### src/hw/exu_pkg.sv
`default_nettype none

package exu_pkg;

    // decoded opcodes, OP_NONE is a bubble
    typedef enum logic [4:0] {
        OP_NONE, OP_LUI,
        OP_ADD, OP_SUB, OP_AND, OP_OR, OP_XOR,
        OP_SLL, OP_SRL, OP_SRA, OP_SLT, OP_SLTU, OP_ADDI,
        OP_JAL, OP_JALR,
        OP_BEQ, OP_BNE, OP_BLT, OP_BGE,
        OP_LB, OP_LH, OP_LW, OP_LD, OP_LBU, OP_LHU, OP_LWU,
        OP_SB, OP_SH, OP_SW, OP_SD
    } exu_op_e;

    typedef enum logic [3:0] {
        ALU_ADD, ALU_SUB, ALU_AND, ALU_OR, ALU_XOR,
        ALU_SLL, ALU_SRL, ALU_SRA, ALU_SLT, ALU_SLTU
    } alu_mode_e;

    typedef enum logic [1:0] {
        LSU_IDLE, LSU_REQ, LSU_RESP
    } lsu_state_e;

    localparam int REG_ADDR_W = 5;
    localparam int REG_NUM = 32;

    // one bus lane per byte
    localparam int BYTE_W = 8;

    // log2 of access size in bytes
    localparam logic [1:0] SZ_B = 2'd0;
    localparam logic [1:0] SZ_H = 2'd1;
    localparam logic [1:0] SZ_W = 2'd2;
    localparam logic [1:0] SZ_D = 2'd3;

    function automatic logic is_load(exu_op_e op);
        return op inside {OP_LB, OP_LH, OP_LW, OP_LD, OP_LBU, OP_LHU, OP_LWU};
    endfunction

    function automatic logic is_store(exu_op_e op);
        return op inside {OP_SB, OP_SH, OP_SW, OP_SD};
    endfunction

    function automatic logic is_mem(exu_op_e op);
        return is_load(op) || is_store(op);
    endfunction

    function automatic logic [1:0] mem_size(exu_op_e op);
        if (op inside {OP_LB, OP_LBU, OP_SB}) return SZ_B;
        if (op inside {OP_LH, OP_LHU, OP_SH}) return SZ_H;
        if (op inside {OP_LW, OP_LWU, OP_SW}) return SZ_W;
        return SZ_D;
    endfunction

endpackage

`default_nettype wire

### src/hw/exu_writeback.sv
`timescale 1ns/10ps
`default_nettype none

module exu_writeback #(
    parameter int XLEN = 64
) (
    input wire clk,
    input wire rst,
    input wire exu_pkg::exu_op_e op,
    input wire [exu_pkg::REG_ADDR_W-1:0] rd,
    input wire [exu_pkg::REG_ADDR_W-1:0] rs1,
    input wire [exu_pkg::REG_ADDR_W-1:0] rs2,
    input wire [XLEN-1:0] imm,
    input wire [XLEN-1:0] alu_result,
    input wire [XLEN-1:0] link,
    input wire [XLEN-1:0] load_data,
    input wire mem_done,
    output logic [XLEN-1:0] src1,
    output logic [XLEN-1:0] src2,
    output logic stall,
    output logic pc_update
);

    logic [XLEN-1:0] regs [exu_pkg::REG_NUM];
    logic [XLEN-1:0] wb_data;
    logic op_writes;
    logic wen;

    // x0 reads as zero
    assign src1 = (rs1 == '0) ? '0 : regs[rs1];
    assign src2 = (rs2 == '0) ? '0 : regs[rs2];

    always_comb begin
        wb_data = alu_result;
        op_writes = 1'b1;
        case (op)
            exu_pkg::OP_LUI: wb_data = imm;
            exu_pkg::OP_JAL, exu_pkg::OP_JALR: wb_data = link;
            exu_pkg::OP_NONE, exu_pkg::OP_BEQ, exu_pkg::OP_BNE,
            exu_pkg::OP_BLT, exu_pkg::OP_BGE: op_writes = 1'b0;
            default: begin
                // stores write nothing, loads take the extended data
                if (exu_pkg::is_store(op)) op_writes = 1'b0;
                if (exu_pkg::is_load(op)) wb_data = load_data;
            end
        endcase
    end

    // hold upstream until the bus response lands
    assign stall = exu_pkg::is_mem(op) && !mem_done;
    assign pc_update = (op != exu_pkg::OP_NONE) && !stall;
    assign wen = op_writes && (rd != '0) && !stall;

    always_ff @(posedge clk) begin
        if (rst) begin
            for (int i = 0; i < exu_pkg::REG_NUM; i++) begin
                regs[i] <= '0;
            end
        end else if (wen) begin
            regs[rd] <= wb_data;
        end
    end

    assert property (@(posedge clk) disable iff (rst) regs[0] == '0)
        else $error("x0 was written");

endmodule

`default_nettype wire

### config.mk
export PLATFORM = sky130hd
export DESIGN_NAME = exu_writeback
export DESIGN_NICKNAME = d
export VERILOG_FILES = /design/src/hw/exu_pkg.sv /design/src/hw/exu_writeback.sv
export SDC_FILE = /design/constraint.sdc
export NUM_CORES = 2
export LEC_CHECK = 0
export BUFFER_PORTS_ARGS = -buffer_cell sky130_fd_sc_hd__buf_2
export CAP_MARGIN = 30
export CELL_PAD_IN_SITES_DETAIL_PLACEMENT = 0
export CELL_PAD_IN_SITES_GLOBAL_PLACEMENT = 2
export CORE_ASPECT_RATIO = 0.9
export CORE_MARGIN = 2
export CORE_UTILIZATION = 40
export DETAILED_ROUTE_END_ITERATION = 12
export PLACE_DENSITY_LB_ADDON = 0.2
export SLEW_MARGIN = 20
export SYNTH_ARGS = -nofsm -noshare
export SYNTH_HDL_FRONTEND = slang
export SYNTH_SLANG_ARGS = --single-unit
### constraint.sdc
create_clock -name clk -period 3.8 [get_ports clk]
set_clock_uncertainty 0.2 [all_clocks]
set_input_delay 0.38 -clock clk [delete_from_list [all_inputs] [get_ports clk]]
set_output_delay 0.38 -clock clk [all_outputs]
set_load 0.02 [all_outputs]
; Word level (Yosys, flattened, before mapping)
; Memory sizes are Yosys's and may differ from the RTL's.
; Index checks and enable logic that the tools add are counted.
[totals]
reg_bits = 0
latch_bits = 0
mem_bits_rw = 2048
romBits = 0
out_inout_bits = 130
word_cells = 51
mem_count = 1
[mem_list]
columns = name, words, word_bits, read_ports, rd_clocked_by_memory_dff, write_ports, line
row1 = regs, 32, 64, 2, 0, 32, exu_writeback.sv:24  ; logic [XLEN-1:0] regs [exu_pkg::REG_NUM];
[op_classes]
n_addsub = 0
multipliers = 0
n_div = 0
magnitude_cmp = 0
n_eq_ne = 18
shifts = 0
n_mux = 14
bitwise_logic = 0
reduce_logical = 18
[ops]
columns = op, n
row1 = $mux 64, 4
row2 = $pmux 64 s3, 1
row3 = $eq 5x5->1 const B, 14
row4 = $reduce_or 64->1, 1
row5 = $eq 5x4->1 const B, 3
row6 = $logic_not 5->1, 3
row7 = $reduce_bool 5->1, 2
row8 = $mux 1, 7
row9 = $reduce_bool 7->1, 1
row10 = $eq 5x1->1 const B, 1
row11 = $mux 5, 1
row12 = $reduce_or 5->1, 1
row13 = $logic_and 1x1->1, 4
row14 = $reduce_bool 4->1, 1
row15 = $reduce_or 3->1, 1
row16 = $logic_not 1->1, 2
row17 = $pmux 1 s2, 1
row18 = $reduce_or 2->1, 1
row19 = $logic_or 1x1->1, 1

; Longest topological paths before layout
[depth]
word_depth = 11
ltp_mapped = 12
depth_no_buf = 6

; Least setup slack after synthesis
; Ideal clock, no wire load.
[synth_path]
path_kind = input -> register
startpoint = input port op[3]
endpoint = memory regs[16][0] (enable)
setup_ns = 0.433
t_arrival_ns = 3.332
t_required_ns = 3.167
slack_ns = -0.165
stages = 11
n_path_buf = 5
cell_sequence = buf_2 -> and3b_1 -> buf_2 -> nand3_1 -> and3_1 -> buf_2 -> and3_1 -> clkbuf_1 -> nand2_1 -> buf_2 -> nand2b_1
[synth_rtl]
columns = item, line
row1 = start: declaration, exu_writeback.sv:9  ; input wire exu_pkg::exu_op_e op,
row2 = end: declaration, exu_writeback.sv:24

==> metrics <==
Post-CTS Setup Bufs=0; Final Hold Vio Count=0; run status=finished, final reports clean; ys async rst share=0%; GRT Total Usage=around 33%; Num CTS Buffers=between 200 and 250; relative max-transition margin=between 20% and 30%; Remaining Overflow, GRT=0; Synth Warn #=0; post-synth top area share=between 50% and 60%; Worst EP arrival=about 3.2 ns; share of cells above drive strength 1=between 30% and 40%; DR iter-0 viols=around 12,000; crit path max fanout=2; internal power=0.04312 W; Post-synth EDFFs=2,048; GPL Wtd Cong=~0.86; Top reg by flops=regs; sequential share of power=between 40% and 50%; final worst path period share=between 90% and 100%; CP Depth=7; dpl ws=-0.1143 ns; Largest regs=regs x2048; syn avg cell area=14.44 um2; max_cap viols=0; Largest register FFs=~2,000; worst stage delay on the critical path=~0.47 ns; Critical-path top delay cell=mux4_2; Critical Path End Type=output port; CP Class=reg -> out; Pre-antenna DRT Iters=6; WP data required=~3.2 ns; Final Core Density=a little under half; first-pass GRT wire length=619.8 mm; final net count=around 8,200; Net Sw Frac=approximately 27%; crit start category=register; Net Sw Power=approximately 0.016 W; Area Overhead vs Synth=19.51%; Hold Path Stages=5; M1 WL=176.3 mm; I/O pin cnt=a little over 400; synth top area cells=edfxtp_1 (58%), mux4_2 (20%), nor2_1 (7.5%); RSZ-0062 raised after global routing=no; DIE WIDTH=~550 um; CTS tree=done; routed wire length=about 460 mm; cell count after synthesis=approximately 7,300; Yosys reg bits=2,048; Top delay family on crit path=multiplexers; vias in the first global route=between 70,000 and 80,000; post-route ant nets=0; prevailing post-synth register cell=edfxtp_1; CORE AREA=between 200,000 and 300,000 um2; worst setup margin=between 0.03 and 0.04 ns; Clock transition at path regs=0.06 ns; Clock Power Share=38.7%; Mapped Area=roughly 110,000 um2; Slew @ Worst Pin=approximately 1.0 ns; Leak Pwr=around 44 nW; area leader, netlist=edfxtp_1; worst path bufs/invs=2; Tmin final=~3.8 ns; WL met3=49.34 mm; total power=0.05897 W; sequential area share after synthesis=about three fifths; initial antenna violation count=27; Vias/cell=about 6.5; hpwl dp=between 200 and 300 mm; clk sink count=just over 2,000; final setup fails=0; site row count=between 150 and 200; Max H-tree Level=4; Die ar.=roughly 270,000 um2; root buffer cell=clkbuf_16; placed cells=between 10,000 and 15,000; met2 wire len=between 200 and 250 mm; chip height=~500 um; DR top layer=met5; # DRC=0; CP cell instances=mux4_2 > mux2i_1 > o22ai_1 > nor2_1 > o21ai_0 > buf_4 > buf_2; Non-Filler Instances=roughly 12,000; combinational fraction of design power=between 15 and 20%; Vias=75,690; clock tree buffer depth=4; largest net degree at the start of global routing=65; Slew Limit Fails=0; PwrDens=~470 nW/um2; max frequency=about 270 MHz; PortBufs=a little over 400; Initial Util=40.12%; setup TNS=0 ns; HP Class=in -> reg; library cells used by synthesis=52; routed wire length per instance=approximately 39 um; peak supply drop=between 300 and 400 uV
==> path summary, 6_finish.rpt <==
kind | end | slack [ns] | start
max | src1[54] | 0.03 | regs[28][54]
min | regs[22][20] | 0.15 | rd[2]
==> power by group through the flow <==
| stage | sequential, W | clock (W) | combinational [W] |
|---|---|---|---|
| after floorplan | 0.0270 | 0 | 0.00499 |
| after global placement | 0.0271 | 0 | 0.00909 |
| after detailed placement | 0.0272 | 0 | 0.00912 |
| after CTS | 0.0267 | 0.0230 | 0.00930 |
| after global routing | 0.0269 | 0.0238 | 0.00965 |
| final | 0.0268 | 0.0228 | 0.00936 |
==> metal layers <==
layer  GRT usage (%)  vias up
met5               0        -
met4           12.83       14
met3           6.464      889
met2           52.47     5297
met1           46.25    40050
li1                -    29450
==> cells in the mapped netlist (15+ instances only) <==
cell type	n
nor2_1	2123
edfxtp_1	2048
mux4_2	932
mux2i_1	531
buf_2	429
clkbuf_1	269
o22ai_1	130
buf_1	90
o21ai_0	81
nand2_1	76
a22o_1	64
a221oi_2	61
nor3_1	60
nor2b_1	52
mux2_2	51
nand2b_1	47
a211oi_1	39
a221oi_1	29
a21oi_1	27
o221ai_1	26
buf_4	24
o22a_1	15
==> cells in the final DEF (no fill, tap or decap), drive strengths merged, types with 5 or more instances in the layout <==
master,n
diode,10
clkinvlp,7
nand2b,47
nor4,12
buf,1013
nand2,76
o21ai,81
nand3,10
conb,64
nor3,60
edfxtp,2048
or3,13
nor2,2125
nor2b,52
o22a,15
inv,8
o311ai,9
o221ai,26
and3b,5
o22ai,130
mux4,932
a22o,64
a2111oi,10
clkbuf,261
bufinv,31
a221oi,90
a21o,10
a31oi,11
mux2,51
a21oi,27
a211oi,39
clkinv,109
a22oi,9
dlygate4sd3,130
mux2i,531
==> metrics by stage <==
step | area [um2] | hold WS [ns]
3_5_place_dp | 117700 | 0.7186
3_3_place_gp | 117700 | 0.7118
6_report | 126500 | 0.1463
5_1_grt | 126500 | 0.1360
4_1_cts | 126400 | 0.07937
2_1_floorplan | 106100 | 0.4100
==> final cells by class <==
cell class,instances,area (um2)
antenna,10,25.02
clock buffer,261,5957
clock inverter,150,1506
fill,22900,137300
inverter,5,18.77
multi-input combinational,4528,42270
sequential,2048,61500
tap,3529,4415
timing repair buffer,1143,10810
==> kinds of logic after synthesis <==
kind of cell | synth area share [%]
other | 0.003543
flip-flops | 58.10
adder cells (fa/ha/maj) | 0.009457
XOR/XNOR | 0.008276
AO/OA/AOI/OAI | 3.949
AND/OR/NAND/NOR | 9.041
multiplexers | 25.40
buffers and inverters | 3.490
==> what timing repair did <==
item	CTS	global route
pin swaps	0	0
gates resized for setup	3	4
hold endpoints to repair	2007	0
hold buffers	130	0
endpoints found under the setup margin	3	3
Note: power is estimated with default switching activity, not from simulation.
