`src/hw/exu_pkg.sv`:
```
`default_nettype none

package exu_pkg;

    // decoded opcodes, OP_NONE is a bubble
    typedef enum logic [4:0] {
        OP_NONE, OP_LUI,
        OP_ADD, OP_SUB, OP_AND, OP_OR, OP_XOR,
        OP_SLL, OP_SRL, OP_SRA, OP_SLT, OP_SLTU, OP_ADDI,
        OP_JAL, OP_JALR,
        OP_BEQ, OP_BNE, OP_BLT, OP_BGE,
        OP_LB, OP_LH, OP_LW, OP_LD, OP_LBU, OP_LHU, OP_LWU,
        OP_SB, OP_SH, OP_SW, OP_SD
    } exu_op_e;

    typedef enum logic [3:0] {
        ALU_ADD, ALU_SUB, ALU_AND, ALU_OR, ALU_XOR,
        ALU_SLL, ALU_SRL, ALU_SRA, ALU_SLT, ALU_SLTU
    } alu_mode_e;

    typedef enum logic [1:0] {
        LSU_IDLE, LSU_REQ, LSU_RESP
    } lsu_state_e;

    localparam int REG_ADDR_W = 5;
    localparam int REG_NUM = 32;

    // one bus lane per byte
    localparam int BYTE_W = 8;

    // log2 of access size in bytes
    localparam logic [1:0] SZ_B = 2'd0;
    localparam logic [1:0] SZ_H = 2'd1;
    localparam logic [1:0] SZ_W = 2'd2;
    localparam logic [1:0] SZ_D = 2'd3;

    function automatic logic is_load(exu_op_e op);
        return op inside {OP_LB, OP_LH, OP_LW, OP_LD, OP_LBU, OP_LHU, OP_LWU};
    endfunction

    function automatic logic is_store(exu_op_e op);
        return op inside {OP_SB, OP_SH, OP_SW, OP_SD};
    endfunction

    function automatic logic is_mem(exu_op_e op);
        return is_load(op) || is_store(op);
    endfunction

    function automatic logic [1:0] mem_size(exu_op_e op);
        if (op inside {OP_LB, OP_LBU, OP_SB}) return SZ_B;
        if (op inside {OP_LH, OP_LHU, OP_SH}) return SZ_H;
        if (op inside {OP_LW, OP_LWU, OP_SW}) return SZ_W;
        return SZ_D;
    endfunction

endpackage

`default_nettype wire

```
`src/hw/exu_lsu.sv`:
```
`timescale 1ns/10ps
`default_nettype none

module exu_lsu #(
    parameter int XLEN = 64,
    parameter int ADDR_W = 32
) (
    input wire clk,
    input wire rst,
    input wire exu_pkg::exu_op_e op,
    input wire [XLEN-1:0] src2,
    input wire [XLEN-1:0] alu_result,
    output logic arvalid,
    output logic [ADDR_W-1:0] araddr,
    input wire arready,
    input wire rvalid,
    input wire [XLEN-1:0] rdata,
    output logic rready,
    output logic awvalid,
    output logic [ADDR_W-1:0] awaddr,
    input wire awready,
    output logic wvalid,
    output logic [XLEN-1:0] wdata,
    output logic [XLEN/exu_pkg::BYTE_W-1:0] wstrb,
    input wire wready,
    input wire bvalid,
    output logic bready,
    output logic [XLEN-1:0] load_data,
    output logic mem_done
);

    localparam int LANES = XLEN / exu_pkg::BYTE_W;
    localparam int OFF_W = $clog2(LANES);

    exu_pkg::lsu_state_e state;
    logic [ADDR_W-1:0] addr_q;
    logic [OFF_W-1:0] addr_off;
    logic [OFF_W-1:0] off_q;
    logic [1:0] size;
    logic [LANES-1:0] strb_base;
    logic aligned;
    logic ar_left;
    logic aw_left;
    logic w_left;
    logic [XLEN-1:0] rd_shift;

    assign addr_off = alu_result[OFF_W-1:0];
    assign size = exu_pkg::mem_size(op);
    // offset must be a multiple of the access size
    assign aligned = (addr_off & OFF_W'((1 << size) - 1)) == '0;

    always_comb begin
        case (size)
            exu_pkg::SZ_B: strb_base = LANES'(1);
            exu_pkg::SZ_H: strb_base = LANES'(3);
            exu_pkg::SZ_W: strb_base = LANES'(15);
            default:       strb_base = '1;
        endcase
    end

    // channels still waiting for their handshake
    assign ar_left = arvalid && !arready;
    assign aw_left = awvalid && !awready;
    assign w_left = wvalid && !wready;

    assign mem_done = (rvalid && rready) || (bvalid && bready);

    always_ff @(posedge clk) begin
        if (rst) begin
            state <= exu_pkg::LSU_IDLE;
            arvalid <= 1'b0;
            awvalid <= 1'b0;
            wvalid <= 1'b0;
            rready <= 1'b0;
            bready <= 1'b0;
        end else begin
            case (state)
                exu_pkg::LSU_IDLE: begin
                    if (exu_pkg::is_mem(op)) begin
                        state <= exu_pkg::LSU_REQ;
                        arvalid <= exu_pkg::is_load(op);
                        awvalid <= exu_pkg::is_store(op);
                        wvalid <= exu_pkg::is_store(op);
                    end
                end
                exu_pkg::LSU_REQ: begin
                    // each valid drops on its own handshake
                    if (arready) arvalid <= 1'b0;
                    if (awready) awvalid <= 1'b0;
                    if (wready) wvalid <= 1'b0;
                    if (!ar_left && !aw_left && !w_left) begin
                        state <= exu_pkg::LSU_RESP;
                        rready <= exu_pkg::is_load(op);
                        bready <= exu_pkg::is_store(op);
                    end
                end
                exu_pkg::LSU_RESP: begin
                    if (mem_done) begin
                        state <= exu_pkg::LSU_IDLE;
                        rready <= 1'b0;
                        bready <= 1'b0;
                    end
                end
                default: state <= exu_pkg::LSU_IDLE;
            endcase
        end
    end

    // request payload, captured once per op
    always_ff @(posedge clk) begin
        if (state == exu_pkg::LSU_IDLE && exu_pkg::is_mem(op)) begin
            addr_q <= alu_result[ADDR_W-1:0];
            off_q <= addr_off;
            wdata <= src2 << (addr_off * exu_pkg::BYTE_W);
            wstrb <= strb_base << addr_off;
        end
    end

    assign araddr = addr_q;
    assign awaddr = addr_q;

    // addressed lane moved down to bit 0
    assign rd_shift = rdata >> (off_q * exu_pkg::BYTE_W);

    always_comb begin
        case (op)
            exu_pkg::OP_LB:  load_data = {{(XLEN-8){rd_shift[7]}}, rd_shift[7:0]};
            exu_pkg::OP_LH:  load_data = {{(XLEN-16){rd_shift[15]}}, rd_shift[15:0]};
            exu_pkg::OP_LW:  load_data = {{(XLEN-32){rd_shift[31]}}, rd_shift[31:0]};
            exu_pkg::OP_LBU: load_data = {{(XLEN-8){1'b0}}, rd_shift[7:0]};
            exu_pkg::OP_LHU: load_data = {{(XLEN-16){1'b0}}, rd_shift[15:0]};
            exu_pkg::OP_LWU: load_data = {{(XLEN-32){1'b0}}, rd_shift[31:0]};
            default:         load_data = rd_shift;
        endcase
    end

    assert property (@(posedge clk) disable iff (rst)
        state == exu_pkg::LSU_IDLE && exu_pkg::is_mem(op) |-> aligned)
        else $error("misaligned access at %h", alu_result);

    // address held until the slave takes it
    assert property (@(posedge clk) disable iff (rst)
        arvalid && !arready |=> arvalid && $stable(araddr));

    assert property (@(posedge clk) disable iff (rst)
        awvalid && !awready |=> awvalid && $stable(awaddr));

    assert property (@(posedge clk) disable iff (rst)
        state == exu_pkg::LSU_IDLE |-> !mem_done);

endmodule

`default_nettype wire

```
`config.mk`:
```
export PLATFORM = sky130hd
export DESIGN_NAME = exu_lsu
export DESIGN_NICKNAME = d
export VERILOG_FILES = /design/src/hw/exu_pkg.sv /design/src/hw/exu_lsu.sv
export SDC_FILE = /design/constraint.sdc
export NUM_CORES = 1
export LEC_CHECK = 0
export ABC_AREA = 1
export ABC_CLOCK_PERIOD_IN_PS = 10700
export BUFFER_PORTS_ARGS = -buffer_cell sky130_fd_sc_hd__buf_2
export CAP_MARGIN = 5
export CORE_MARGIN = 2
export CORE_UTILIZATION = 33
export DETAILED_ROUTE_END_ITERATION = 10
export PLACE_DENSITY = 0.66
export SKIP_LAST_GASP = 1
export SYNTH_ARGS = -nofsm -noshare
export SYNTH_HDL_FRONTEND = slang
export SYNTH_SLANG_ARGS = --single-unit
export TNS_END_PERCENT = 10
```
`constraint.sdc`:
```
create_clock -name clk -period 10.7 [get_ports clk]
set_input_delay 0.535 -clock clk [delete_from_list [all_inputs] [get_ports clk]]
set_output_delay 0.535 -clock clk [all_outputs]
set_load 0.01 [all_outputs]
```
; Word level (Yosys, flattened, before mapping)
; Cells that the tools add are included.
[totals]
register_bits = 114
in_bits = 204
output_inout_bits = 206
wordCells = 95
[classes]
n_eq_ne = 21
n_shift = 3
mux = 31
reduce_logical = 30
[ops]
columns = op, count
row1 = one-hot mux 64 bit (6 select lines), 1
row2 = left shift 64 x 6 -> 64 bit, 1
row3 = right shift 64 x 6 -> 64 bit, 1
row4 = equality test 5 bit (second input constant), 11
row5 = one-hot mux 8 bit (3 select lines), 1
row6 = two-way mux 2 bit, 9
row7 = AND reduction 3 bit, 5
row8 = two-way mux 1 bit, 14
row9 = != test 2 bit (second input constant), 5
row10 = one-hot mux 1 bit (2 select lines), 5
row11 = nonzero test 3 bit, 3
row12 = logical AND 1 bit, 8
row13 = left shift 8 x 3 -> 8 bit, 1
row14 = nonzero test 7 bit, 1
row15 = logical NOT 1 bit, 6
row16 = one-hot mux 2 bit (3 select lines), 1
row17 = equality test 2 x 1 -> 1 bit (second input constant), 2
row18 = equality test 2 bit (second input constant), 2
row19 = logical NOT 2 bit, 2
row20 = nonzero test 2 bit, 2
row21 = nonzero test 4 bit, 1
row22 = logical OR 1 bit, 2
row23 = != test 2 x 1 -> 1 bit (second input constant), 1

; Logic depth before layout (Yosys ltp)
[logic_depth]
depth_word = 12
ltp_mapped = 11
ltp_nobuf = 10

; Least setup slack after synthesis
; Ideal clock, no wire load.
[synth_timing]
path_type = input to register
startpoint = input port op[1]
endpoint = register addr_q[0], in the netlist araddr[0], enable pin
setup_time_ps = 458
arrival_time_ps = 3265
t_required_ps = 10242
setup_slack_ps = 6978
path_stages = 8
path_buffers = 1
cell_sequence = nor2_1 -> nand3_1 -> nand2_1 -> nor2_1 -> buf_2 -> nand3_1 -> nand2_1 -> inv_1
[synth_between]
elab_chain_len = 4
elab_cells_between_ends = 15
classes_between = 11 x eq/ne / 4 x reduce/logical
[synth_lines]
columns = item, line_no
row1 = from (decl), exu_lsu.sv:10  ; input wire exu_pkg::exu_op_e op,
row2 = equality test 5 bit (on tied branches), "exu_pkg.sv:38, exu_pkg.sv:42"
row3 = nonzero test 7 bit / nonzero test 4 bit (equally long branches), "exu_pkg.sv:38, exu_pkg.sv:42"
row4 = logical OR 1 bit *, exu_pkg.sv:46  ; return is_load(op) || is_store(op);
row5 = logical AND 1 bit *, exu_lsu.sv:111  ; if (state == exu_pkg::LSU_IDLE && exu_pkg::is_mem(op)) begin
row6 = to (signal assigned), exu_lsu.sv:112  ; addr_q <= alu_result[ADDR_W-1:0];
row7 = to (decl), exu_lsu.sv:36  ; logic [ADDR_W-1:0] addr_q;
; Mark *: on every way between the ends. The rest lies on a longest branch, timed or not.
; A chain may end at the register's enable or synchronous reset.

==> out/metrics.cfg <==
[routing]
routed-via-count = 8461
wl_per_cell_um = 16.29
drt-total-wl_um = 27380
initialDrtViolationCount = 663
drt_pre_antenna_iters = 5
routed_via_density = 5.033
final_antenna_net_count = 0
route.detailed.drc = 0

[finish]
fillers = 2468
nets = 1557
share_of_cells_above_drive_strength_1_pct = 30.93
seqCellArea_mm2 = 0.003263
final_common_cell = sky130_fd_sc_hd__buf_2
multi_input_area_mm2 = 0.003647
most-common-layout-cells = sky130_fd_sc_hd__buf_2, sky130_fd_sc_hd__nand2_1, sky130_fd_sc_hd__o21ai_0
flow.area_growth_from_synthesis_pct = 26.25

[die]
num_rows = 56
dieWidth_um = 158.1
die_y_um = 158.1
design.portCount = 410
start_util_pct = 33.46
die_outline_area_mm2 = 0.02498
fp.coreArea_mm2 = 0.02340

[job]
drv_cap = 0

[timing]
report.final.setup_viol = 0
finalWorstPathRequiredPeriod_ns = 4.021
totalNegativeSetupSlack_ns = 0
worstMarginPinSlew_ns = 0.8388
fin_skew_ns = 0.01581
setup_repair_after_global_routing_missed_its_margin = no
number_of_pins_with_negative_max_slew_slack_in_the_final_report = 0
slew_headroom_pct = 43.87
max_freq_mhz = 248.7
postLayoutSetupSlackWorst_ns = 6.679
post-route-period-util_pct = 37.58
final-hold-violation-count = 0

[clock_network]
cts_hold_buffers = 0
cts.repair.resized = 0
clock_latency_ns = 0.36
clock_tree.buffer_depth = 2
htree_num_levels = 3
cts_tree = built
cts.repair_timing.setup_buffer_count = 0
clkSlewWorstSetupHoldPaths_ns = 0.08
cts_num_sinks = 111
cts-root-buf = sky130_fd_sc_hd__clkbuf_16
cts-buffers-inserted = 9

[synthesis]
post-synth-top-area-fraction_pct = 39.88
synthesis.yosys.warnings = 0
syn-cell-area_mm2 = 0.007831
ys_seq_area_share_pct = 41.67
ys_ff_latch = 111
synthCells = 1062
synthDominantAreaCellType = sky130_fd_sc_hd__edfxtp_1
synthesis.nets = 1266
yosys-top-cells-area = sky130_fd_sc_hd__edfxtp_1, sky130_fd_sc_hd__nand2_1, sky130_fd_sc_hd__o21ai_0
post_synth.cell_area_avg_um2 = 7.374
synthDistinctLibCells = 32

[global_route]
grt_use_total_pct = 20.26
global_route_wire_length_before_repair_um = 39590
grt_pass1_vias = 7585
number_of_antenna_violations_at_the_first_check_in_global_routing = 6
grt_max_degree = 79
overflow = 0

[power]
power_leakage_nw = 4.935
total_power_mw = 1.279
vdd.ir_drop.worst_mv = 0.1010
power_density_mw_per_mm2 = 129.3

[setup_path]
worst_setup_path_end_kind = primary output
arrival_worst_endpoint_ns = 3.49
critPathLaunchType = flip-flop
worstSetupPathType = flip-flop to primary output
worstPathMaxFanout = 75
worstPathRequired_ns = 10.17

[placed_design]
count_of_input_and_output_buffers = 377
post-place-ws_ns = 7.122
dp_hpwl_um = 19880
place.gp.congestion = 0.8978

[status]
run_status = finished, final reports clean

[min_path]
holdCritPathClass = primary input to flip-flop

==> cells in the mapped netlist <==
| library cell | number |
|---|---|
| sky130_fd_sc_hd__o21ai_2 | 1 |
| sky130_fd_sc_hd__a211oi_1 | 2 |
| sky130_fd_sc_hd__buf_4 | 35 |
| sky130_fd_sc_hd__buf_2 | 34 |
| sky130_fd_sc_hd__inv_4 | 1 |
| sky130_fd_sc_hd__inv_1 | 73 |
| sky130_fd_sc_hd__or2_1 | 1 |
| sky130_fd_sc_hd__and2_1 | 1 |
| sky130_fd_sc_hd__nor2_1 | 87 |
| sky130_fd_sc_hd__dfxtp_1 | 7 |
| sky130_fd_sc_hd__nand4_1 | 35 |
| sky130_fd_sc_hd__a21oi_1 | 27 |
| sky130_fd_sc_hd__a22oi_1 | 8 |
| sky130_fd_sc_hd__nand3_2 | 3 |
| sky130_fd_sc_hd__inv_2 | 2 |
| sky130_fd_sc_hd__buf_6 | 6 |
| sky130_fd_sc_hd__nand2_4 | 1 |
| sky130_fd_sc_hd__o22ai_1 | 5 |
| sky130_fd_sc_hd__edfxtp_1 | 104 |
| sky130_fd_sc_hd__o21ai_1 | 4 |
| sky130_fd_sc_hd__clkinv_1 | 1 |
| sky130_fd_sc_hd__buf_1 | 7 |
| sky130_fd_sc_hd__nor3_1 | 1 |
| sky130_fd_sc_hd__o21ai_0 | 146 |
| sky130_fd_sc_hd__nand3_1 | 56 |
| sky130_fd_sc_hd__nand2_1 | 322 |
| sky130_fd_sc_hd__nand2_2 | 3 |
| sky130_fd_sc_hd__clkbuf_1 | 28 |
| sky130_fd_sc_hd__o211ai_1 | 32 |
| sky130_fd_sc_hd__mux2i_1 | 25 |
| sky130_fd_sc_hd__o21a_1 | 1 |
| sky130_fd_sc_hd__nor2_4 | 3 |
==> routing by layer <==
| metal | vias up | track usage [%] | part of all wire (%) |
|---|---|---|---|
| met4 | 4 | 6.349 | 2.4 |
| li1 | 4153 | - | - |
| met2 | 369 | 33.35 | 47 |
| met5 | - | 0 | 0.12 |
| met3 | 55 | 4.818 | 8.0 |
| met1 | 3880 | 26.30 | 42 |
==> cell type report <==
type	count	share of cell area, %
multi-input combinational	764	36.89
inverter	77	2.974
antenna	4	0.1012
sequential	111	33.00
tap	319	4.037
clock inverter	5	0.5695
clock buffer	11	2.354
timing repair buffer	390	20.07
==> per-stage QoR <==
step	hold slack (ns)	std cells	area (µm²)	util, %
final	0.3470	1681	9887	42.25
after global routing	0.3374	1680	9884	42.24
after CTS	0.3292	1677	9877	42.20
after detailed placement	0.4778	1661	9588	40.97
after global placement	0.4752	1661	9588	40.97
after floorplan	0.4821	1062	7831	-
==> state kept, by name, summed over array words and instances (netlist names) <==
register	cells
wvalid	1
wstrb	8
bready	1
arvalid	1
wdata	64
araddr	32
state	2
awvalid	1
rready	1
==> report_power, final <==
group          internal [mW]  switching, mW  total (mW)  leakage, nW
Sequential             0.528         0.0126       0.541         1.05
Clock                  0.183          0.160       0.343        0.142
Combinational          0.140          0.255       0.395         3.75
==> worst max-delay path, cell delays in order (launching register included) <==
cell and delay, ns:
sky130_fd_sc_hd__edfxtp_1 0.33, sky130_fd_sc_hd__buf_4 0.57, sky130_fd_sc_hd__inv_2 0.49, sky130_fd_sc_hd__nand3_1 0.19, sky130_fd_sc_hd__o21ai_0 0.10, sky130_fd_sc_hd__nand2_1 0.13, sky130_fd_sc_hd__nand3_2 0.57, sky130_fd_sc_hd__nand2_2 0.30
sky130_fd_sc_hd__inv_4 0.13, sky130_fd_sc_hd__nand2_1 0.12, sky130_fd_sc_hd__buf_2 0.15
==> worst paths after layout <==
kind / from / endpoint / slack (ns) / cells after the start
max: araddr[1] / load_data[24] / 6.68 / 10
min: alu_result[6] / araddr[6] / 0.35 / 1
max reg2reg: state[0] / araddr[30] / 8.43 / 4
min reg2reg: bready / bready / 0.49 / 2
==> cells by family after synthesis <==
group	share of synthesized area, %
buf+inv	11.79
flops	41.67
mux	3.195
simple gates	27.40
compound gates	15.95
(Power assumes the default switching activity.)
